**src/logic/mem_pkg.sv**
```systemverilog
// data width, port tags, reset stretch length and issue address helper
package mem_pkg;

   ////////////////////////////////////////
   // data path
   ////////////////////////////////////////

   localparam int data_w = 32;      // every client word, cpu and display alike
   localparam int n_ports = 3;      // sdram, vram_cpu, vram_vga

   ////////////////////////////////////////
   // port tags
   ////////////////////////////////////////

   // tag rides with each access from grant to retire
   typedef logic [1:0] port_id_t;

   localparam port_id_t port_vram_vga = 2'd0;   // display fetch, top priority
   localparam port_id_t port_sdram = 2'd1;      // cpu main memory
   localparam port_id_t port_vram_cpu = 2'd2;   // cpu side of video memory
   // 2'd3 never issued

   ////////////////////////////////////////
   // sequencing
   ////////////////////////////////////////

   // cycles mem_reset outlives the board reset
   localparam int reset_stretch = 4;

   // one address bus into the banks as wide as the larger store
   function automatic int issue_aw(input int main_aw, input int video_aw);
      return (main_aw > video_aw) ? main_aw : video_aw;
   endfunction

endpackage
```
**src/logic/reset_sequencer.sv**
```systemverilog
// memory reset stretcher and calibration wait counter with sticky calib_done
`timescale 1ns/1ns

module reset_sequencer import mem_pkg::*; #(
   parameter int CALIB_CYCLES = 64     // calibration wait after mem_reset drops
) (
   input  logic main_clk,
   input  logic reset,                 // board reset, sync, active high
   output logic mem_reset,             // stretched reset to the three stages
   output logic calib_done             // memory usable, sticky until reset
);

   localparam int stretch_w = $clog2(reset_stretch + 1);
   localparam int calib_w = $clog2(CALIB_CYCLES + 1);

   logic [stretch_w-1:0] stretch_cnt;   // edges seen with reset low
   logic [calib_w-1:0] calib_cnt;       // edges seen with mem_reset low

   ////////////////////////////////////////
   // reset stretch
   ////////////////////////////////////////

   // mem_reset drops on the 4th edge after reset goes away
   always_ff @(posedge main_clk) begin
      if (reset) begin
         stretch_cnt <= '0;
         mem_reset <= 1'b1;
      end else if (mem_reset) begin
         if (stretch_cnt == stretch_w'(reset_stretch - 1)) begin
            mem_reset <= 1'b0;   // last stretch cycle
         end
         stretch_cnt <= stretch_cnt + 1'b1;
      end
   end

   ////////////////////////////////////////
   // calibration wait
   ////////////////////////////////////////

   // counted wait stands in for phy calibration
   always_ff @(posedge main_clk) begin
      if (reset) begin
         calib_cnt <= '0;
         calib_done <= 1'b0;   // falls together with board reset
      end else if (mem_reset) begin
         calib_cnt <= '0;      // hold off while still stretching
      end else if (!calib_done) begin
         if (calib_cnt == calib_w'(CALIB_CYCLES - 1)) begin
            calib_done <= 1'b1;
         end else begin
            calib_cnt <= calib_cnt + 1'b1;
         end
      end
   end

   // flag rises only once the stages were already released a full wait earlier
   calib_after_reset_a: assert property (@(posedge main_clk)
      $rose(calib_done) |-> !mem_reset && $past(!mem_reset, CALIB_CYCLES));

endmodule

```
**config.mk**
```make
export PLATFORM = sky130hd
export DESIGN_NAME = reset_sequencer
export DESIGN_NICKNAME = d
export VERILOG_FILES = /design/src/logic/mem_pkg.sv /design/src/logic/reset_sequencer.sv
export SDC_FILE = /design/constraint.sdc
export NUM_CORES = 1
export LEC_CHECK = 0
export BUFFER_PORTS_ARGS = -buffer_cell sky130_fd_sc_hd__buf_2
export CORE_AREA = 8 8 45 47
export CTS_CLUSTER_SIZE = 24
export DETAILED_ROUTE_END_ITERATION = 10
export DIE_AREA = 0 0 53 55
export GPL_TIMING_DRIVEN = 0
export PLACE_DENSITY = 0.68
export SETUP_SLACK_MARGIN = 0.1
export SYNTH_ARGS = -nofsm -noshare
export SYNTH_HDL_FRONTEND = slang
export SYNTH_SLANG_ARGS = --single-unit
```
**constraint.sdc**
```tcl
create_clock -name main_clk -period 1.5 [get_ports main_clk]
set_clock_uncertainty 0.1 [all_clocks]
set_input_delay 0.075 -clock main_clk [delete_from_list [all_inputs] [get_ports main_clk]]
set_output_delay 0.075 -clock main_clk [all_outputs]
set_load 0.005 [all_outputs]
```
== After elaboration in Yosys (flattened, before gate mapping) ==
Index checks and enable logic that the tools add are counted.
Storage, ports and cells
  register bits after elaboration: 12
  latch bits: 0
  RAM bits: 0
  bits in read-only memories: 0
  input port bits: 2
  output and inout bits: 2
  word-level logic and storage cells: 16
  memories kept: 0
Operators by class
  $add $sub $neg: 2
  multipliers: 0
  div/mod/pow operators: 0
  magnitude comparators: 0
  eq/ne operators: 2
  shifts and indexed selects: 0
  muxes and demuxes: 4
  bitwise gates (word level): 2
  reduce and logical (&&, ||, !) cells: 2
Operators with widths (number)
  adder 7 x 1 -> 7 bit (second input constant): 1
  == test 7 x 6 -> 1 bit (second input constant): 1
  2-to-1 mux 1 bit: 4
  adder 3 x 1 -> 3 bit (second input constant): 1
  == test 3 x 2 -> 1 bit (second input constant): 1
  NOT 1 bit: 2
  AND reduction 2 bit: 1
  OR reduction 2 bit: 1

== Longest topological paths before layout ==
  word-level depth: 3
  gate-level depth with buffers: 4
  depth with buffers taken out: 4

== Worst setup path before layout ==
OpenSTA, ideal clock, no wires.
  path kind: flip-flop to flip-flop
  start point: register calib_cnt[0]
  end point: register calib_cnt[5]
  library setup time: 0.072 ns
  arrival time: 1.163 ns
  required time: 1.328 ns
  slack: 0.166 ns
  stages on the path, launching flop included: 5
  buffers on the path: 0
  cells stage by stage: dfxtp_1 > ha_1 > and2b_2 > a211oi_1 > mux2i_1
On the way
  longest elaborated chain between the ends: 3
  elaborated cells on any way between the ends: 4
  classes of those cells: add/sub: 1; eq/ne: 1; bitwise: 1; reduce/logical: 1
RTL lines
  start, declared: line reset_sequencer.sv:17  | logic [calib_w-1:0] calib_cnt;
  start signal, assigned: line reset_sequencer.sv:51  | calib_cnt <= calib_cnt + 1'b1;
  parallel branches: the longest is 3 deep, another holds adder 7 x 1 -> 7 bit
Several ways; the timed one is not identified.
A chain may end at the register's enable or synchronous reset.

== Worst setup path in the final report ==
Same ends and word-level chain as after synthesis.

==> flow_metrics.env <==
export IMPL_synth_edff_count=0
export IMPL_io_buffers=2
export IMPL_root_buffer="clkbuf_4"
export IMPL_h_tree_depth=1
export IMPL_first_pass_iters=4
export IMPL_drc=0
export IMPL_pre_cts_ws_ns=0.0635
export IMPL_wirelength_um=893
export IMPL_post_route_min_period_ns=1.36
export IMPL_syn_inst=57
export IMPL_nNetsFinal=69
export IMPL_cts_sinks=12
export IMPL_syn_to_final_growth_pct=15.1
export IMPL_hold_path_class="input pin to register"
export IMPL_postSynthAreaPerCell_um2=9.59
export IMPL_synthFlopType="dfxtp_1"
export IMPL_drtIter0Drc=5
export IMPL_fin_setup_tns_ns=0
export IMPL_die_area_um2=2920
export IMPL_vias=394
export IMPL_start_kind="register"
export IMPL_synth_seq_area_share=0.439
export IMPL_min_period_over_period=0.904
export IMPL_crit_type="register to register"
export IMPL_finalHoldViolations=0
export IMPL_cts_setup_buffers=0
export IMPL_arrival_ns=1.46
export IMPL_grt_overflow=0
export IMPL_fin_ws_ns=0.145
export IMPL_cts_hold_buf=0
export IMPL_grt_max_degree=10
export IMPL_n_antenna_cell=0
export IMPL_fmax_mhz=738
export IMPL_drive_gt1_frac=0.270
export IMPL_yosysMostFrequentCell="dfxtp_1"
export IMPL_endpoint_kind="register"
export IMPL_num_fill_cells=148
export IMPL_clock_path_buffers=2
export IMPL_die_w_um=53
export IMPL_drv_slew=0
export IMPL_synth_top_area_frac=0.439
export IMPL_clk_latency_ns=0.27
export IMPL_synth_area_leaders="dfxtp_1 44%, mux2i_1 7.3%, ha_1 6.9%, nand2_1 4.8%, a31oi_1 3.4%"
export IMPL_wire_per_inst_um=11.3
export IMPL_track_usage=0.0740
export IMPL_coreArea_um2=1380
export IMPL_pwr_density_cell_nw_per_um2=1080
export IMPL_path_clk_slew_ns=0.07
export IMPL_hpwl_um=615
export IMPL_status="completed"
export IMPL_yosys_area_top_type="dfxtp_1"
export IMPL_ant_nets=0
export IMPL_yosys_warnings=0
export IMPL_leakagePower_uw=0.000256
export IMPL_grt_pass1_vias=388
export IMPL_initial_core_util=0.395
export IMPL_ys_types=23
export IMPL_row_count=14
export IMPL_grt_pass1_wl_mm=1.58
export IMPL_required_ns=1.61
export IMPL_maxSlewHeadroom=0.752
export IMPL_cts_tree="built"
export IMPL_numCtsBuffers=3
export IMPL_rsz0062_at_grt="true"
export IMPL_cp_max_fo=5
export IMPL_netlist_area_um2=547
export IMPL_ys_ff_latch=12
export IMPL_viasPerCell=4.99
export IMPL_pin_count=4
export IMPL_finalSetupViolations=0
export IMPL_antenna_found_initial=0
export IMPL_worst_slew_pin_slew_ns=0.372
export IMPL_synth_top_cells_by_count="12 x dfxtp_1, 7 x nand2_1, 5 x nor2_1"
export IMPL_gp_congestion=0.659
export IMPL_die_h_um=55
export IMPL_async_reset_ff_frac=0
export IMPL_ir_worst_vdd_mv=0.680
export IMPL_synth_fp_nets=62
export IMPL_cap_violations=0
==> through the flow <==
step | std cells | area [um2] | hold slack (ns) | total power (uW) | utilization
finish | 79 | 629 | 0.0465 | 682 | 0.455
global route | 79 | 629 | 0.0798 | 726 | 0.455
CTS | 79 | 613 | 0.0342 | 689 | 0.443
detailed placement | 75 | 577 | 0.322 | 434 | 0.417
global placement | 75 | 577 | 0.317 | 431 | 0.417
floorplan | 57 | 547 | 0.266 | 418 | -
==> repair_timing <==
action / CTS / global route
hold endpoints to repair: 0 / 0
gates resized for setup: 0 / 6
endpoints found under the setup margin: 3 / 6
gates cloned: 0 / 0
pin swaps: 0 / 1
==> cell usage in the layout (no fill, tap or decap), drive strengths merged <==
| master | netlist | final |
|---|---|---|
| nand2 | 7 | 7 |
| a31oi | 3 | 3 |
| a2111oi | 1 | 1 |
| nand4b | 1 | 1 |
| o21bai | 1 | 1 |
| nor2b | 1 | 1 |
| or3 | 2 | 2 |
| ha | 3 | 3 |
| inv | 3 | 3 |
| xnor2 | 1 | 1 |
| and4 | 1 | 1 |
| buf | 2 | 4 |
| mux2i | 4 | 4 |
| dfxtp | 12 | 12 |
| a21oi | 2 | 2 |
| and2b | 1 | 1 |
| nor2 | 5 | 5 |
| clkbuf | 1 | 5 |
| and4b | 1 | 1 |
| a211oi | 3 | 3 |
| o21ai | 2 | 2 |
==> layout make-up <==
type	instances	area, um2	share of cell area
plain buffers	3	20.0	0.0318
flip-flops and latches	12	243	0.386
well taps	16	20.0	0.0318
repair buffers	2	10.0	0.0159
inverters	3	11.3	0.0179
clock buffers	4	36.3	0.0577
multi-input cells	39	289	0.459
==> report_power, final <==
part	internal [uW]	leakage (uW)	switching, uW
clock	148	0.0000210	108
combinational	34.1	0.000136	37.9
sequential	342	0.0000985	12.5
total	524	0.000256	158
==> kinds of logic after synthesis <==
logic type | share of synthesized area
muxes | 0.0732
DFF | 0.439
AOI/OAI and AO/OA | 0.162
buffers and inverters | 0.0572
adders and majority gates | 0.0687
xor gates and xnor gates | 0.0160
and+or+nand+nor | 0.183
==> worst max-delay path: stages (launching register included) <==
cell      delay [ns]
dfxtp_2         0.34
ha_2            0.19
and2b_2         0.24
a211oi_2        0.22
mux2i_1         0.20
==> routing by layer <==
layer	wire (um)	track usage	vias to the layer above
li1	-	-	214
met1	471	0.0844	172
met2	363	0.109	6
met3	39	0.0481	2
met4	19	0.0259	0
met5	0	0	-
==> registers in the layout, summed over array words and instances (netlist names) <==
| name | count |
|---|---|
| stretch_cnt | 3 |
| calib_done | 1 |
| mem_reset | 1 |
| calib_cnt | 7 |
==> path summary, 6_finish.rpt <==
check	from	cells past startpoint	end	slack [ns]
min	reset	2	stretch_cnt[0]	0.05
min reg2reg	calib_cnt[6]	2	calib_cnt[6]	0.33
max reg2reg	calib_cnt[0]	4	calib_cnt[5]	0.14
max	calib_cnt[0]	4	calib_cnt[5]	0.14
Note: power is estimated with default switching activity, not from simulation.
