File: src/logic/mem_pkg.sv
// data width, port tags, reset stretch length and issue address helper
package mem_pkg;

   ////////////////////////////////////////
   // data path
   ////////////////////////////////////////

   localparam int data_w = 32;      // every client word, cpu and display alike
   localparam int n_ports = 3;      // sdram, vram_cpu, vram_vga

   ////////////////////////////////////////
   // port tags
   ////////////////////////////////////////

   // tag rides with each access from grant to retire
   typedef logic [1:0] port_id_t;

   localparam port_id_t port_vram_vga = 2'd0;   // display fetch, top priority
   localparam port_id_t port_sdram = 2'd1;      // cpu main memory
   localparam port_id_t port_vram_cpu = 2'd2;   // cpu side of video memory
   // 2'd3 never issued

   ////////////////////////////////////////
   // sequencing
   ////////////////////////////////////////

   // cycles mem_reset outlives the board reset
   localparam int reset_stretch = 4;

   // one address bus into the banks as wide as the larger store
   function automatic int issue_aw(input int main_aw, input int video_aw);
      return (main_aw > video_aw) ? main_aw : video_aw;
   endfunction

endpackage
File: src/logic/done_return.sv
// result stage, routes pipeline output to per-port data, done pulses and retire
`timescale 1ns/1ns

module done_return import mem_pkg::*; (
   input  logic main_clk,
   input  logic mem_reset,
   // from bank_access
   input  logic rd_valid,
   input  port_id_t rd_port,
   input  logic [data_w-1:0] rd_data,
   // sdram client
   output logic [data_w-1:0] sdram_data_out,
   output logic sdram_done,
   // video cpu client
   output logic [data_w-1:0] vram_cpu_data_out,
   output logic vram_cpu_done,
   // display client whose ready doubles as done
   output logic [data_w-1:0] vram_vga_data_out,
   output logic vram_vga_ready,
   // back to port_arbiter
   output logic retire_valid,
   output port_id_t retire_port
);

   logic sdram_hit, cpu_hit, vga_hit;

   ////////////////////////////////////////
   // port decode
   ////////////////////////////////////////

   assign sdram_hit = rd_valid && (rd_port == port_sdram);
   assign cpu_hit = rd_valid && (rd_port == port_vram_cpu);
   assign vga_hit = rd_valid && (rd_port == port_vram_vga);

   ////////////////////////////////////////
   // registered returns
   ////////////////////////////////////////

   // one cycle pulses with data held until the port's next done
   always_ff @(posedge main_clk) begin
      if (mem_reset) begin
         sdram_done <= 1'b0;
         vram_cpu_done <= 1'b0;
         vram_vga_ready <= 1'b0;
         sdram_data_out <= '0;
         vram_cpu_data_out <= '0;
         vram_vga_data_out <= '0;
         retire_valid <= 1'b0;
      end else begin
         sdram_done <= sdram_hit;
         vram_cpu_done <= cpu_hit;
         vram_vga_ready <= vga_hit;
         if (sdram_hit) begin
            sdram_data_out <= rd_data;      // zero after a write
         end
         if (cpu_hit) begin
            vram_cpu_data_out <= rd_data;
         end
         if (vga_hit) begin
            vram_vga_data_out <= rd_data;
         end
         retire_valid <= rd_valid;          // same cycle as the done pulse
      end
   end

   // tag only matters alongside retire_valid
   always_ff @(posedge main_clk) begin
      if (rd_valid) begin
         retire_port <= rd_port;
      end
   end

endmodule

File: config.mk
export PLATFORM = sky130hd
export DESIGN_NAME = done_return
export DESIGN_NICKNAME = d
export VERILOG_FILES = /design/src/logic/mem_pkg.sv /design/src/logic/done_return.sv
export SDC_FILE = /design/constraint.sdc
export NUM_CORES = 1
export LEC_CHECK = 0
export BUFFER_PORTS_ARGS = -buffer_cell sky130_fd_sc_hd__buf_2
export CAP_MARGIN = 40
export CORE_UTILIZATION = 45
export DETAILED_ROUTE_END_ITERATION = 16
export PLACE_DENSITY = 0.75
export SLEW_MARGIN = 10
export SYNTH_ARGS = -nofsm -noshare
export SYNTH_HDL_FRONTEND = slang
export SYNTH_SLANG_ARGS = --single-unit
export TNS_END_PERCENT = 5
File: constraint.sdc
create_clock -name main_clk -period 0.9 [get_ports main_clk]
set_input_delay 0 -clock main_clk [delete_from_list [all_inputs] [get_ports main_clk]]
set_output_delay 0 -clock main_clk [all_outputs]
set_load 0.02 [all_outputs]
---- Word-level counts from Yosys, hierarchy flattened ----
Index checks and enable logic that the tools add are counted.
operators by class
  shifts and indexed selects .............. 0
  mux-type cells .......................... 0
  multipliers ............................. 0
  divide/modulo/power cells ............... 0
  add/sub/neg operators ................... 0
  equal/unequal tests ..................... 2
  magnitude comparators ................... 0
  bitwise gates (word level) .............. 0
  reduce and logical (&&, ||, !) cells .... 4
operators with widths
  operator                                                         number
  1-bit logical AND                                                3
  2-bit by 1-bit == test with 1-bit output, second input constant  1
  2-bit == test, second input constant                             1
  2-bit logical NOT                                                1
storage, ports and cells
  bits in writable memories ............... 0
  bits in registers ....................... 102
  bits in read-only memories .............. 0
  input bits .............................. 37
  memories kept ........................... 0
  bits in latches ......................... 0

---- Depth between registers and ports, before layout ----
  word-level depth ........................ 2
  depth in mapped cells ................... 4
  gate-level depth less buffers ........... 2

---- Worst setup path after synthesis ----
OpenSTA, ideal clock, no wires.
  path type ............................... input-to-reg
  from .................................... input port rd_port[1]
  to ...................................... register vram_vga_data_out[10]
  buffers on the path ..................... 2
  data arrival time ....................... 0.770 ns
  stages .................................. 4
  slack ................................... 0.010 ns
  cell sequence ........................... or3b_1 > buf_2 > buf_6 > mux2i_1
between the ends
  word-level cells in the longest chain between the ends .. 2
RTL lines
  what                  RTL line           RTL
  start, declared       done_return.sv:9   input port_id_t rd_port,
  2-bit logical NOT     done_return.sv:33  assign vga_hit = rd_valid && (rd_port == port_vram_vga);
  1-bit logical AND     done_return.sv:33
  end signal, assigned  done_return.sv:60  vram_vga_data_out <= rd_data;
  end, declared         done_return.sv:18  output logic [data_w-1:0] vram_vga_data_out,
No other way between the ends.
A chain may end at the register's enable or synchronous reset.

---- Final worst setup path ----
  from .................................... register retire_port[0]
  to ...................................... output port retire_port[0]
RTL lines
  what                    RTL line           RTL
  start, declared         done_return.sv:22  output port_id_t retire_port
  start signal, assigned  done_return.sv:69  retire_port <= rd_port;
No word-level cell between the ends.

==> run metrics <==
result of the run finished with violations; violations in the final reports setup timing; die extent in y 96.6 um; top cells by area, synth sky130_fd_sc_hd__dfxtp_1 50%, sky130_fd_sc_hd__mux2i_1 24%, sky130_fd_sc_hd__nand2b_1 20%; clock root buffer sky130_fd_sc_hd__clkbuf_8; starting density of the core between 40% and 50%; launching instance or port of the critical path retire_port[0]; Antenna diodes 0; Reg power frac 50.9%; worst hold stages 4; library cell occupying the most area in the post-synthesis netlist sky130_fd_sc_hd__dfxtp_1; critical path endpoint category output port; count of flip-flops with a built-in enable after synthesis 2; arrival time of data at the critical path endpoint around 0.90 ns; maximum count of clock buffers along a single path 2; HPWL after detailed placement roughly 6000 um; FF-to-FF End vram_vga_data_out[28]; highest fanout seen on the critical path 1; Startpoint Class flop; Non-Filler Cell Area, Final a little under 6000 sq um; Worst path max stage delay just under 0.4 ns; number of buffers added by the clock tree synthesis step 9; cell row count 34; count of routing violations after the opening detailed-route iteration 50; crit path kind flop to output port; wire length of the first global-routing pass between 15,000 and 20,000 um; total routed wirelength between 9000 and 10,000 um; data required time of the critical path 0.90 ns; layout net count about 570; number of max-cap violations 0; slowest stage cell on the critical path sky130_fd_sc_hd__edfxtp_1; count of unique library cells instantiated by Yosys 14; placer congestion estimate approximately 0.78; ys async rst share 0%; clock tree from TritonCTS yes; worst hold margin 0.0375 ns; Top delay family on crit path flip-flops; number of DRC violations after detailed routing 0; DP Area 4930 sq um; routed length per placed instance about 15 um; clk sinks approximately 100; pin count of the biggest net entering global routing 47; Worst VDD drop around 0.77 mV; top post-synthesis cells by count 129 x sky130_fd_sc_hd__nand2b_1, 100 x sky130_fd_sc_hd__dfxtp_1, 96 x sky130_fd_sc_hd__mux2i_1, 15 x sky130_fd_sc_hd__clkbuf_1, 4 x sky130_fd_sc_hd__buf_4; Worst slew margin a little over four fifths; reg2reg setup slack about 0.27 ns; I/O pin count between 100 and 150; Final Hold Vio Count 0; post-synth net total around 400; Net Switching 0.00226 W; dpl ws -0.225 ns; count of vias placed by the detailed router 3,069; Yosys reg bits slightly above 100; total stage count of the critical path 1; clock-pin slew of the registers on the worst-case setup and hold paths 0.09 ns; number of endpoints failing setup at the final stage 1; number of pins exceeding their max-slew limit in the final report 0; most numerous cell in the Yosys netlist sky130_fd_sc_hd__nand2b_1; Mapped Cells roughly 360; type of the most critical hold path primary input to flop; initial antenna violation count 0; Total GRT Usage 20.4%; unrepaired setup endpoints after global routing yes; power density over cell area ~1600 nW/um^2; Antenna Nets Post-Route 0; P_int 0.00717 W; number of post-CTS setup repair buffers 0; leakage power roughly 2.8 nW; logic gate share of total power 13.5%; Primary FF master, synth sky130_fd_sc_hd__dfxtp_1; fin util ~68%; layout cells sized above 1 a little under half; Fill cells around 650; capturing instance or port of the critical path retire_port[0]; Sw Ratio 23.9%; top-area cell type share of the netlist area between 40% and 50%; clock latency on the worst-skew pair roughly 0.36 ns; post-route total power 0.00943 W; clk_skew 0 ns; buffers and inverters on the worst path 1; Worst R2R Start vram_vga_data_out[28]; DIE AREA 9340 sq um; average instance area after synthesis 11.2 sq um; final worst setup slack -0.000865 ns; Clock H-tree levels 3; clock network fraction of total power 35.6%; sequential fraction of the synthesis area about half; area added between synthesis and finish 45.8%; number of vias per cell around 4.7; shortest period the worst path allows between 0.9 and 1 ns; post-synthesis instance area around 4000 sq um; Worst Reg-to-Reg Cells 2; transition time at the pin with the least slew margin approximately 0.24 ns; GRT overflow 0; fraction of the cycle the final worst path needs 100%; IO Port Bufs ~140; fmax about 1100 MHz; yosys synthesis warning count 0; detailed-routing iteration count for the pre-antenna-repair pass 4; Die X around 97 um; floorplan core area 8680 sq um; cell breakdown of the critical path buf_6; vias in the first global route 3,194
[sequential cells by signal (all words and copies together), names as in the netlist]
name	cells
sdram_done	1
sdram_data_out	32
retire_valid	1
vram_cpu_data_out	32
vram_cpu_done	1
vram_vga_data_out	32
vram_vga_ready	1
retire_port	2
[repair_timing]
item / in CTS / in global routing
pin swaps: 0 / 0
gates resized for setup: 39 / 137
hold buffers: 35 / 0
setup endpoints to repair: 39 / 96
endpoints found under the hold margin: 103 / 0
[cell families (layout without fill, tap and decap cells)]
family	count (synthesis)	count (layout)	share of synthesized area [%]
buffers and inverters	26	205	3.45
multiplexers	96	96	23.8
flip-flops	102	102	51.2
AND/OR/NAND/NOR	137	137	21.5
[per-stage QoR]
| step | std cells | setup TNS [ns] |
|---|---|---|
| floorplan | 361 | 0 |
| global placement | 597 | -9.28 |
| detailed placement | 597 | -10.39 |
| CTS | 648 | -0.0291 |
| global route | 648 | -0.118 |
| finish | 648 | -0.000865 |
[routing by layer]
metal | global-route usage [%] | share of wire (%)
met4 | 7.46 | 2.0
met2 | 35.8 | 51
met5 | 0 | 0
met1 | 23.6 | 43
met3 | 5.56 | 4.0
[cells in the final DEF (no fill, tap or decap)]
cell type                       Yosys  layout
sky130_fd_sc_hd__and3b_2            0       1
sky130_fd_sc_hd__bufinv_16          0       2
sky130_fd_sc_hd__or3b_2             0       1
sky130_fd_sc_hd__dfxtp_1          100      24
sky130_fd_sc_hd__nor3_1             1       1
sky130_fd_sc_hd__nand2b_1         129     129
sky130_fd_sc_hd__inv_1              1       1
sky130_fd_sc_hd__buf_6              3       3
sky130_fd_sc_hd__dfxtp_2            0      76
sky130_fd_sc_hd__clkbuf_8           0      12
sky130_fd_sc_hd__nand3b_1           2       2
sky130_fd_sc_hd__nor3b_1            2       2
sky130_fd_sc_hd__clkinv_4           0       2
sky130_fd_sc_hd__mux2i_1           96      96
sky130_fd_sc_hd__edfxtp_1           2       2
sky130_fd_sc_hd__buf_12             0       8
sky130_fd_sc_hd__buf_4              4     101
sky130_fd_sc_hd__buf_2              3      41
sky130_fd_sc_hd__and3b_1            2       1
sky130_fd_sc_hd__dlygate4sd3_1      0      35
[how the worst min path moves through the flow]
stage | startpoint | endpoint | slack, ns
floorplan | rd_port[1] | sdram_done | 0.08
global placement | rd_data[1] | vram_vga_data_out[1] | 0.31
detailed placement | rd_port[0] | vram_vga_ready | 0.32
CTS | rd_valid | retire_valid | 0.007
global route | rd_port[0] | sdram_done | 0.03
finish | rd_valid | retire_valid | 0.04
[power groups by stage]
| stage | Clock (W) | Combinational [W] | Sequential [W] |
|---|---|---|---|
| 4_1_cts | 0.00346 | 0.00121 | 0.00477 |
| 6_report | 0.00336 | 0.00127 | 0.00480 |
| 3_5_place_dp | 0 | 0.00106 | 0.00487 |
| 3_3_place_gp | 0 | 0.00104 | 0.00487 |
| 2_1_floorplan | 0 | 0.000455 | 0.00507 |
| 5_1_grt | 0.00365 | 0.00134 | 0.00482 |
[cell type report]
cell class | instances | area, sq um | share of cell area, %
Clock buffer | 12 | 165 | 2.81
Clock inverter | 4 | 77.6 | 1.32
Inverter | 1 | 3.75 | 0.0639
Multi-Input combinational cell | 233 | 1830 | 31.1
Sequential cell | 102 | 2160 | 36.7
Tap cell | 108 | 135 | 2.30
Timing Repair Buffer | 188 | 1510 | 25.7
Power figures use the tool's default switching activity.
