--- src/logic/mem_pkg.sv ---
// data width, port tags, reset stretch length and issue address helper
package mem_pkg;

   ////////////////////////////////////////
   // data path
   ////////////////////////////////////////

   localparam int data_w = 32;      // every client word, cpu and display alike
   localparam int n_ports = 3;      // sdram, vram_cpu, vram_vga

   ////////////////////////////////////////
   // port tags
   ////////////////////////////////////////

   // tag rides with each access from grant to retire
   typedef logic [1:0] port_id_t;

   localparam port_id_t port_vram_vga = 2'd0;   // display fetch, top priority
   localparam port_id_t port_sdram = 2'd1;      // cpu main memory
   localparam port_id_t port_vram_cpu = 2'd2;   // cpu side of video memory
   // 2'd3 never issued

   ////////////////////////////////////////
   // sequencing
   ////////////////////////////////////////

   // cycles mem_reset outlives the board reset
   localparam int reset_stretch = 4;

   // one address bus into the banks as wide as the larger store
   function automatic int issue_aw(input int main_aw, input int video_aw);
      return (main_aw > video_aw) ? main_aw : video_aw;
   endfunction

endpackage
--- src/logic/port_arbiter.sv ---
// decode stage, fixed priority grant of three ports with in-flight tracking
`timescale 1ns/1ns

module port_arbiter import mem_pkg::*; #(
   parameter int SDRAM_AW = 12,
   parameter int VRAM_AW = 10,
   localparam int addr_w = issue_aw(SDRAM_AW, VRAM_AW)
) (
   input  logic main_clk,
   input  logic mem_reset,
   input  logic calib_done,
   // sdram port
   input  logic sdram_req,
   input  logic sdram_write,
   input  logic [SDRAM_AW-1:0] sdram_addr,
   input  logic [data_w-1:0] sdram_data_in,
   output logic sdram_ready,
   // video cpu port
   input  logic vram_cpu_req,
   input  logic vram_cpu_write,
   input  logic [VRAM_AW-1:0] vram_cpu_addr,
   input  logic [data_w-1:0] vram_cpu_data_in,
   output logic vram_cpu_ready,
   // display port, reads only
   input  logic vram_vga_req,
   input  logic [VRAM_AW-1:0] vram_vga_addr,
   // retire from done_return
   input  logic retire_valid,
   input  port_id_t retire_port,
   // issue to bank_access
   output logic issue_valid,
   output port_id_t issue_port,
   output logic issue_write,
   output logic [addr_w-1:0] issue_addr,
   output logic [data_w-1:0] issue_data
);

   logic [n_ports-1:0] inflight;       // one outstanding access per port
   logic [n_ports-1:0] grant_vec;      // indexed by port tag
   logic [n_ports-1:0] retire_mask;
   logic vga_grant, sdram_grant, cpu_grant;

   ////////////////////////////////////////
   // ready and grant
   ////////////////////////////////////////

   assign sdram_ready = calib_done && !inflight[port_sdram];
   assign vram_cpu_ready = calib_done && !inflight[port_vram_cpu];

   // display first, then sdram, then vram_cpu
   assign vga_grant = vram_vga_req && calib_done && !inflight[port_vram_vga];
   assign sdram_grant = sdram_req && sdram_ready && !vga_grant;
   assign cpu_grant = vram_cpu_req && vram_cpu_ready && !vga_grant && !sdram_grant;

   always_comb begin
      grant_vec = '0;
      grant_vec[port_vram_vga] = vga_grant;
      grant_vec[port_sdram] = sdram_grant;
      grant_vec[port_vram_cpu] = cpu_grant;
   end

   assign retire_mask = retire_valid ? (n_ports'(1) << retire_port) : '0;

   ////////////////////////////////////////
   // in-flight and issue
   ////////////////////////////////////////

   always_ff @(posedge main_clk) begin
      if (mem_reset) begin
         inflight <= '0;
         issue_valid <= 1'b0;
      end else begin
         inflight <= (inflight & ~retire_mask) | grant_vec;   // set on grant, clear on retire
         issue_valid <= |grant_vec;                            // at most one bit set
      end
   end

   // issue word with the narrower address zero extended
   always_ff @(posedge main_clk) begin
      if (vga_grant) begin
         issue_port <= port_vram_vga;
         issue_write <= 1'b0;
         issue_addr <= addr_w'(vram_vga_addr);
         issue_data <= '0;                 // no write data on the display side
      end else if (sdram_grant) begin
         issue_port <= port_sdram;
         issue_write <= sdram_write;
         issue_addr <= addr_w'(sdram_addr);
         issue_data <= sdram_data_in;
      end else if (cpu_grant) begin
         issue_port <= port_vram_cpu;
         issue_write <= vram_cpu_write;
         issue_addr <= addr_w'(vram_cpu_addr);
         issue_data <= vram_cpu_data_in;
      end
   end

   // a retire always closes an access that is still open
   issue_once_a: assert property (@(posedge main_clk) disable iff (mem_reset)
      retire_valid |-> inflight[retire_port]);

   issue_calib_a: assert property (@(posedge main_clk) disable iff (mem_reset)
      issue_valid |-> calib_done);

endmodule

--- config.mk ---
export PLATFORM = sky130hd
export DESIGN_NAME = port_arbiter
export DESIGN_NICKNAME = d
export VERILOG_FILES = /design/src/logic/mem_pkg.sv /design/src/logic/port_arbiter.sv
export SDC_FILE = /design/constraint.sdc
export NUM_CORES = 1
export LEC_CHECK = 0
export BUFFER_PORTS_ARGS = -buffer_cell sky130_fd_sc_hd__buf_2
export CAP_MARGIN = 20
export CORE_ASPECT_RATIO = 0.75
export CORE_MARGIN = 4
export CORE_UTILIZATION = 42
export DETAILED_ROUTE_END_ITERATION = 7
export GPL_TIMING_DRIVEN = 0
export PLACE_DENSITY = 0.84
export SLEW_MARGIN = 20
export SYNTH_ARGS = -nofsm -noshare
export SYNTH_HDL_FRONTEND = slang
export SYNTH_SLANG_ARGS = --single-unit
export TNS_END_PERCENT = 20
--- constraint.sdc ---
create_clock -name main_clk -period 1.96 [get_ports main_clk]
set_clock_uncertainty 0.05 [all_clocks]
set_input_delay 0.098 -clock main_clk [delete_from_list [all_inputs] [get_ports main_clk]]
set_output_delay 0.098 -clock main_clk [all_outputs]
set_load 0.02 [all_outputs]
* Word level (Yosys, flattened, before mapping)
Index checks and enable logic that the tools add are counted.
Storage, ports and cells: bits in registers 51, bits of input ports 107, output and inout port bits 50, word-level logic and storage cells 40
Cells by class: shift-type cells 1, mux-type cells 10, bitwise operators 3, reductions and logical operators 18
Operators by type and width (count):
- $mux 32 | 2
- $mux 12 | 2
- $mux 10 | 1
- $logic_and 1x1->1 | 9
- $logic_not 1->1 | 5
- $mux 1 | 4
- $and 3x3->3 | 1
- $mux 3 | 1
- $not 3->3 | 1
- $or 3x3->3 | 1
- $reduce_bool 3->1 | 1
- $reduce_or 3->1 | 1
- $shl 1x2->3 const A | 1
- $reduce_bool 2->1 | 1
- $reduce_or 2->1 | 1

* Logic depth before layout (Yosys ltp)
Gate-level depths: netlist (run 1).
word-level depth 9, depth in mapped cells 6, depth with buffers taken out 4

* Worst setup path after synthesis (run 1)
Ideal clock, no wire load.
path type register -> register, start point register inflight[0], end point register issue_addr[0], enable pin, setup time 0.349 ns, arrival 1.183 ns, required time 1.561 ns, path slack 0.378 ns, stages on the path, launching flop included 6, path buffers 2, period minus slack after synthesis 1.582 ns, path through dfxtp_1 and2b_4 nand2_1 buf_4 buf_2 nand3_1
On the way: word-level cells in the longest chain between the ends 7
RTL lines:
- from (decl) | RTL line port_arbiter.sv:38 | logic [n_ports-1:0] inflight;
- from (signal assigned) | RTL line port_arbiter.sv:73 | inflight <= (inflight & ~retire_mask) | grant_vec;
- $logic_not 1->1 (*) | RTL line port_arbiter.sv:51 | assign vga_grant = vram_vga_req && calib_done && !inflight[port_vram_vga];
- $logic_and 1x1->1 (*) | RTL line port_arbiter.sv:51
- $logic_not 1->1 | RTL line port_arbiter.sv:52, port_arbiter.sv:53
- $logic_and 1x1->1 | RTL line port_arbiter.sv:52 | assign sdram_grant = sdram_req && sdram_ready && !vga_grant;
- $logic_not 1->1 | RTL line port_arbiter.sv:53 | assign cpu_grant = vram_cpu_req && vram_cpu_ready && !vga_grant && !sdram_grant;
- $logic_and 1x1->1 | RTL line port_arbiter.sv:53
- $reduce_bool 3->1 (no line) (*)
- to (signal assigned) | RTL line port_arbiter.sv:83 | issue_addr <= addr_w'(vram_vga_addr);
- to (signal assigned) | RTL line port_arbiter.sv:88 | issue_addr <= addr_w'(sdram_addr);
- to (signal assigned) | RTL line port_arbiter.sv:93 | issue_addr <= addr_w'(vram_cpu_addr);
- to (decl) | RTL line port_arbiter.sv:34 | output logic [addr_w-1:0] issue_addr,
Every way passes the cells marked *; elsewhere a longest branch is shown, timed or not. A chain may end at the register's enable or synchronous reset.

* Worst setup path after layout (run 1)
start point register inflight[0], end point register issue_addr[5], enable pin
The elaborated chain is that of the path after synthesis.

==> summary.txt, run 1 <==
Final layout
  • Final net count: 540
  • Final Cell Area: 3360 sq um
  • Post-route insts no fill: 509
  • Layout cells sized above 1: 48.4%
  • # fillers: 487
  • Layout area overhead: 40.4%
  • Commonest non-fill, non-tap cell in the layout: buf_2
  • Commonest non-fill, non-tap cells in the layout: buf_2, a21oi_1, nand2_1, dfxtp_1, o21ai_0
  • Core Util, Final: 61.7%
  • N_diodes: 0

Placed design
  • DP Area: 3260 sq um
  • # placed instances: 500
  • PortBufs: 155
  • Detailed Place HPWL: 5780 um
  • Final GP Congestion: 0.864
  • Post-place setup slack: -0.0608 ns

Yosys
  • Post-Syn Area per Cell: 8.86 sq um
  • Yosys top cell area share: 34.3%
  • Post-synth top flop: dfxtp_1
  • Synth Cell Area: 2390 sq um
  • Synth Register Bits: 51
  • Top post-synthesis cells by area: dfxtp_1, edfxtp_1, a21oi_1
  • Yosys cell types: 31
  • Register area share after synthesis: 46.9%
  • Synth async-reset ratio: 0%
  • Number of enable flip-flop cells after synthesis: 10
  • Area leader, netlist: dfxtp_1
  • Syn Inst Count: 270
  • Syn nets: 377
  • Synth Warn #: 0

Floorplanning
  • Die Width: 95.1 um
  • I/O Pins: 157
  • Rows: 23
  • Core Region: 5440 sq um
  • Die Height: 73.4 um
  • Die area: 6980 sq um
  • Initial core utilization: 44.0%

Global route
  • Number of global-route vias before repair: 2424
  • GRT Overall Usage: 19.9%
  • Gr busiest metal: met2
  • Largest net degree at the start of global routing: 15
  • Grt ovf: 0
  • Initial antenna violation count: 0
  • GR Util met2: 35.3%
  • Met3 Use GR: 4.30%
  • GR Util met1: 24.5%
  • First-pass GRT wire length: 10900 um

STA
  • Final WS setup: 0.0898 ns
  • Max frequency: 0.535 GHz
  • Final setup viols: 0
  • RSZ-0062 raised after global routing: no
  • Hold violation total from the final report: 0
  • Slew of the pin with the lowest slew margin: 0.569 ns
  • Relative slew slack: 62.1%
  • Fin Hold WS: 0.00720 ns
  • Slew Limit Fails: 0
  • Final Critical Period: 1.87 ns
  • Final cycle utilization of the critical path: 95.4%

Clock network
  • Cts bufs inserted: 5
  • Clock Latency Late Sink: 0.29 ns
  • Root Buffer: clkbuf_8
  • # Post-CTS Setup Buffers: 0
  • Max clock buf depth: 2
  • CTS tree: done
  • CTS Sinks: 51
  • Clock transition at path regs: 0.08 ns
  • H-tree depth: 2

Worst hold path
  • Worst hold stages: 3
  • Hold_sp: sdram_addr[11]
  • Hold crit path type: in2reg
  • Endpoint, Worst Hold: issue_addr[11]

Critical path
  • R2r worst-path depth: 4
  • Kind of critical path: reg2reg
  • CP startpoint kind: flip-flop
  • WP data required: 1.87 ns
  • Critical Path Fanout Max: 10
  • Reg2reg setup slack: 0.09 ns
  • Reg-to-Reg End: issue_addr[5]
  • Critical Path Sink Type: flip-flop
  • Worst R2R Start: inflight[0]
  • CP arrival: 1.78 ns

Route
  • DRC Markers: 0
  • Wire per inst: 14.5 um
  • Via count: 2578
  • Vias per cell: 5.06
  • DR pass1 iterations: 5
  • WL final: 7400 um
  • ANT nets after route: 0
  • Initial DRC Count: 82

Run
  • Max-Cap Viols: 0

Power and ir drop
  • Pwr per Cell Area: 817 nW/um^2
  • Leakage: 1.62 nW
  • Peak supply drop: 0.426 mV

Outcome
  • Status: completed
-- critical path, cell delays in order, from the launching register on --
cell	delay [ns]
dfxtp_1	0.33
nand2b_4	0.16
nand3_2	0.18
buf_1	0.48
nand3_2	0.35
-- layout make-up --
type | instances | area (sq um) | share of cell area, %
flip-flops and latches | 51 | 1120 | 33.4
multi-input cells | 193 | 1070 | 31.9
repair buffers | 156 | 786 | 23.4
plain buffers | 24 | 196 | 5.85
well taps | 75 | 93.8 | 2.79
clock buffers | 7 | 76.3 | 2.27
inverters | 2 | 7.51 | 0.224
clock inverters | 1 | 5.00 | 0.149
-- cells by family (layout without fill, tap and decap cells) --
group	after synthesis	after routing	synth area share, %
AND/OR/NAND/NOR	74	74	14.4
buffers and inverters	26	190	8.52
AO/OA/AOI/OAI	119	119	30.2
flip-flops	51	51	46.9
-- repair_timing --
action	4_1_cts	5_1_grt
hold buffers	1	0
resized for setup	1	0
endpoints found under the setup margin	10	0
endpoints found under the hold margin	4	0
-- worst max-delay path by stage --
stage	from	endpoint	cells after the start
after floorplan	inflight[0]	issue_addr[0]	5
after global placement	inflight[0]	issue_addr[5]	4
after detailed placement	inflight[0]	issue_addr[9]	4
after CTS	inflight[0]	issue_addr[5]	4
after global routing	inflight[0]	issue_addr[8]	4
final	inflight[0]	issue_addr[5]	4
-- layer usage --
layer | wire length [um] | vias up
met5 | 0 | -
met4 | 85 | 0
met3 | 561 | 8
met2 | 3670 | 105
met1 | 3080 | 1190
li1 | - | 1275
-- synthesized netlist by cell type (4+ instances only) --
| library cell | instances |
|---|---|
| a21oi_1 | 46 |
| a21oi_2 | 23 |
| a22oi_1 | 11 |
| buf_2 | 7 |
| buf_6 | 4 |
| clkbuf_1 | 5 |
| dfxtp_1 | 41 |
| edfxtp_1 | 10 |
| nand2_1 | 45 |
| nand3_1 | 13 |
| nor2_1 | 4 |
| o21ai_0 | 35 |
-- power by group --
group,switching (mW),total (mW),internal (mW)
clock,0.315,0.566,0.251
combinational,0.520,0.863,0.343
sequential,0.0746,1.31,1.24
-- sequential cells by signal, summed over array words and instances (netlist names) --
signal       cells
inflight         3
issue_addr      12
issue_port       2
issue_write      1
issue_valid      1
issue_data      32
-- through the flow --
step / TNS, ns / total power, mW
2_1_floorplan: 0 / 1.85
5_1_grt: 0 / 2.90
3_5_place_dp: -0.607 / 2.20
4_1_cts: 0 / 2.78
6_report: 0 / 2.74
3_3_place_gp: -0.0972 / 2.17
No activity file was read; power rests on OpenSTA's default activity.
==> run 2: changes to the inputs <==
ABC_CLOCK_PERIOD_IN_PS = 1960   (was unset)
RECOVER_POWER = 50   (was unset)
==> run 2 against run 1 <==
Effect of this change:
- die area stayed put
- critical path type unchanged
- flip-flop and latch count unchanged
- final area decreased by 1.9%
- sequential share of layout area rose by 0.63 points
- clock-buffer cell count is the same
- via count grew 0.31%
- largest cell class unchanged
- combinational power fell by 5.1%
- critical path depth unchanged
==> summary.txt, run 2 (synthesis results as in run 1) <==
Power and ir drop
  • Peak supply drop: 0.422 mV
  • Leakage: 1.46 nW
  • Pwr per Cell Area: 820 nW/um^2

Final layout
  • Final net count: 540
  • Layout cells sized above 1: 36.9%
  • Commonest non-fill, non-tap cell in the layout: buf_2
  • Commonest non-fill, non-tap cells in the layout: buf_2, clkbuf_1, a21oi_1, nand2_1, dfxtp_1
  • Max reg flops: 32
  • N_diodes: 0
  • Top Registers: issue_data: 32 flops, issue_addr: 12 flops, inflight: 3 flops
  • Layout area overhead: 37.8%
  • Largest Register: issue_data
  • Final Cell Area: 3300 sq um

Clock network
  • Max clock buf depth: 2
  • Clock Latency Late Sink: 0.28 ns
  • Cts bufs inserted: 5
  • CTS Sinks: 51
  • CTS tree: done
  • Clock transition at path regs: 0.08 ns
  • H-tree depth: 2
  • Root Buffer: clkbuf_8

Placed design
  • Detailed Place HPWL: 5780 um
  • Post-place setup slack: -0.0608 ns
  • DP Area: 3260 sq um
  • Final GP Congestion: 0.864
  • PortBufs: 155

Global route
  • Grt ovf: 0
  • Initial antenna violation count: 0
  • Largest net degree at the start of global routing: 15
  • GRT Overall Usage: 19.9%
  • Number of global-route vias before repair: 2424
  • First-pass GRT wire length: 10900 um

Critical path
  • Most Frequent Cell on Critical Path: nand3_2
  • CP bufs+invs: 1
  • Critical Path Sink Type: flip-flop
  • CP arrival: 1.75 ns
  • Worst Setup SP: inflight[0]
  • CP startpoint kind: flip-flop
  • CP top delay family: simple AND/OR/NAND/NOR gates
  • Crit-path slowest cell: buf_1
  • Crit path largest cell delay: 0.46 ns
  • Critical Path Fanout Max: 10
  • Worst R2R Start: inflight[0]
  • Kind of critical path: reg2reg
  • WP data required: 1.87 ns
  • CP Cell Sequence: nand2b_4 -> nand3_2 -> buf_1 -> nand3_2

STA
  • Final WS setup: 0.119 ns
  • Slew Limit Fails: 0
  • Final setup viols: 0
  • RSZ-0062 raised after global routing: no
  • Setup Total Neg Slack: 0 ns
  • Hold violation total from the final report: 0
  • Final Critical Period: 1.84 ns
  • Final cycle utilization of the critical path: 93.9%
  • Relative slew slack: 63.3%
  • Max frequency: 0.543 GHz
  • Slew of the pin with the lowest slew margin: 0.551 ns

Worst hold path
  • Hold crit path type: in2reg
  • Hold_sp: sdram_addr[11]

Run
  • Max-Cap Viols: 0

Route
  • Initial DRC Count: 100
  • DR pass1 iterations: 4
  • Via count: 2586
  • WL final: 7440 um
  • DRC Markers: 0
  • ANT nets after route: 0
  • Vias per cell: 5.08
  • Wire per inst: 14.6 um

Floorplanning
  • I/O Pins: 157
  • Core Region: 5440 sq um
  • Rows: 23
  • Initial core utilization: 44.0%
  • Die Width: 95.1 um
  • Die Height: 73.4 um
  • Die area: 6980 sq um

Outcome
  • Status: completed
==> run 2: changes by cell type in the layout (fill, tap and decap cells not counted), sizes merged <==
cell	previous run	this run
clkbuf	13	63
buf	173	123
==> run 2: worst min-delay path: stages <==
cell and delay [ns]:
buf_2 0.08, a22oi_1 0.07, nor2_1 0.07
==> run 2: cell type report <==
class,count,area [sq um]
Fill cell,511,2140
Sequential cell,51,1120
Multi-Input combinational cell,193,1070
Timing Repair Buffer,156,723
Buffer,24,196
Tap cell,75,93.8
Clock buffer,7,76.3
Inverter,2,7.51
Clock inverter,1,5.00
==> run 2: worst paths after layout <==
path / cells after the start / end / slack (ns)
worst max register to register: 4 / issue_addr[5] / 0.12
worst max-delay path: 4 / issue_addr[5] / 0.12
worst min register to register: 2 / issue_data[1] / 0.40
worst min-delay path: 3 / issue_addr[11] / 0.01
==> run 2: metal layers <==
| metal | global-route usage, % | wire length, um |
|---|---|---|
| met5 | 0 | 0 |
| met4 | 5.60 | 94 |
| met3 | 4.30 | 671 |
| met2 | 35.3 | 3670 |
| met1 | 24.5 | 3010 |
==> run 2: power breakdown <==
group          total [mW]  switching (mW)  internal (mW)
combinational       0.819           0.519          0.300
clock               0.564           0.313          0.251
sequential           1.32          0.0800           1.24
total                2.70           0.912           1.79
==> run 2: what timing repair did <==
item	4_1_cts	5_1_grt
endpoints found under the setup margin	10	0
hold endpoints to repair	4	0
hold buffers	1	0
setup buffers	0	0
gates resized for setup	1	0
==> run 2: per-stage QoR <==
step	cells	total power, mW	util, %	hold WS [ns]
CTS	509	2.78	61.7	0.00196
detailed placement	500	2.20	60.0	0.267
floorplan	270	1.85	-	0.117
global route	509	2.86	60.6	0.0103
finish	509	2.70	60.6	0.00978
global placement	500	2.17	60.0	0.264
==> run 3: changes to the inputs <==
CORE_MARGIN = unset   (was 4)
PLACE_DENSITY = unset   (was 0.84)
PLACE_DENSITY_LB_ADDON = 0.08   (was unset)
==> run 3 against run 2 <==
Effect of this change:
- clock-buffer cell count decreased by 2
- non-clock buffer count did not move
- maximum frequency up 8.4%
- total power grew 0.35%
- final area up 0.23%
- largest cell class unchanged
- highest routed layer unchanged
==> summary.txt, run 3 (synthesis results as in run 1) <==
Outcome
  • Status: completed

Critical path
  • CP arrival: 1.62 ns
  • Critical Path Sink Type: flip-flop
  • Kind of critical path: reg2reg
  • Critical Path Fanout Max: 10
  • WP data required: 1.88 ns
  • CP startpoint kind: flip-flop

Final layout
  • Final net count: 540
  • Top Registers: issue_data: 32 flops, issue_addr: 12 flops, inflight: 3 flops
  • Commonest non-fill, non-tap cells in the layout: buf_2, clkbuf_1, a21oi_1, nand2_1, dfxtp_1
  • Core Util, Final: 61.1%
  • Max reg flops: 32
  • Largest Register: issue_data
  • N_diodes: 0
  • Layout area overhead: 38.1%
  • Post-route insts no fill: 509
  • Layout cells sized above 1: 36.6%
  • Commonest non-fill, non-tap cell in the layout: buf_2

Placed design
  • Detailed Place HPWL: 5050 um
  • # placed instances: 500
  • PortBufs: 155
  • Final GP Congestion: 0.756

Route
  • Wire length on met2: 3070 um
  • Wire per inst: 13.3 um
  • Top sig layer: met4
  • Met3 wire length: 519 um
  • Met1 Routed Length: 3160 um
  • ANT nets after route: 0
  • Initial DRC Count: 121
  • WL final: 6790 um
  • Via count: 2510
  • DR pass1 iterations: 4
  • Vias per cell: 4.93
  • DRC Markers: 0

Power and ir drop
  • Leakage: 1.45 nW
  • Pwr per Cell Area: 821 nW/um^2
  • Total Power: 2.71 mW
  • Peak supply drop: 0.463 mV

Global route
  • Grt ovf: 0
  • First-pass GRT wire length: 10400 um
  • GRT Overall Usage: 22.8%
  • Number of global-route vias before repair: 2213
  • Initial antenna violation count: 0
  • Largest net degree at the start of global routing: 16

STA
  • Hold violation total from the final report: 0
  • Final setup viols: 0
  • Final cycle utilization of the critical path: 86.6%
  • Final Critical Period: 1.70 ns
  • Slew of the pin with the lowest slew margin: 0.502 ns
  • Slew Limit Fails: 0
  • Relative slew slack: 66.5%
  • Max frequency: 0.589 GHz
  • RSZ-0062 raised after global routing: no
  • Setup Total Neg Slack: 0 ns

Floorplanning
  • Die Height: 67.4 um
  • I/O Pins: 157
  • Core Region: 5410 sq um
  • Initial core utilization: 44.2%
  • Rows: 23
  • Die area: 6000 sq um
  • Die Width: 89.1 um

Clock network
  • CTS tree: done
  • H-tree depth: 2
  • Max clock buf depth: 2
  • Root Buffer: clkbuf_8
  • Clock transition at path regs: 0.10 ns
  • Clock Latency Late Sink: 0.30 ns
  • Cts bufs inserted: 5
  • CTS Sinks: 51

Worst hold path
  • Hold crit path type: in2reg

Run
  • Max-Cap Viols: 0
## run 3: cell count changes in the layout (fill, tap and decap cells not counted)
cell / change
clkinv_1: +2
and2_0: +1
and2_1: -1
buf_1: -1
buf_2: -1
clkbuf_1: -1
clkinv_2: -1
clkinvlp_4: +1
dlygate4sd3_1: +1
## run 3: cell type report
class / instances / area (sq um)
Fill cell: 561 / 2110
Sequential cell: 51 / 1120
Multi-Input combinational cell: 193 / 1070
Timing Repair Buffer: 157 / 733
Buffer: 23 / 191
Tap cell: 75 / 93.8
Clock buffer: 5 / 68.8
Clock inverter: 3 / 15.0
Inverter: 2 / 7.51
## run 3: final timing paths
check	startpoint	endpoint	slack (ns)	depth (start not counted)
max	inflight[0]	issue_addr[7]	0.26	5
min	sdram_addr[11]	issue_addr[11]	0.009	3
min reg2reg	issue_data[4]	issue_data[4]	0.40	2
max reg2reg	inflight[0]	issue_addr[7]	0.26	5
## run 3: per-stage QoR
stage | hold slack [ns] | setup slack, ns | cell area, sq um
6_report | 0.00944 | 0.262 | 3300
5_1_grt | 0.00579 | 0.115 | 3300
4_1_cts | 0.00900 | 0.0884 | 3370
3_5_place_dp | 0.271 | -0.112 | 3260
3_3_place_gp | 0.261 | -0.0558 | 3260
2_1_floorplan | 0.117 | 0.378 | 2390
## run 3: metal layers
metal	vias up	GRT usage, %
met2	107	36.5
li1	1276	-
met3	4	5.75
met5	-	0
met1	1123	31.0
met4	0	5.16
## run 3: power by group
part / switching (mW) / internal, mW
registers: 0.0737 / 1.24
logic: 0.509 / 0.300
clock network: 0.346 / 0.243
## run 3: worst max-delay path, cell delays in order, from the launching register on
cell and delay (ns):
dfxtp_1 0.33, nand2b_4 0.16, nand3_1 0.13, buf_4 0.19, buf_2 0.23, nand3_2 0.28
## run 3: timing repair
action | in CTS | in global routing
hold endpoints to repair | 5 | 0
gates resized for setup | 1 | 0
setup buffers | 0 | 0
setup endpoints to repair | 10 | 10
hold buffers | 2 | 0
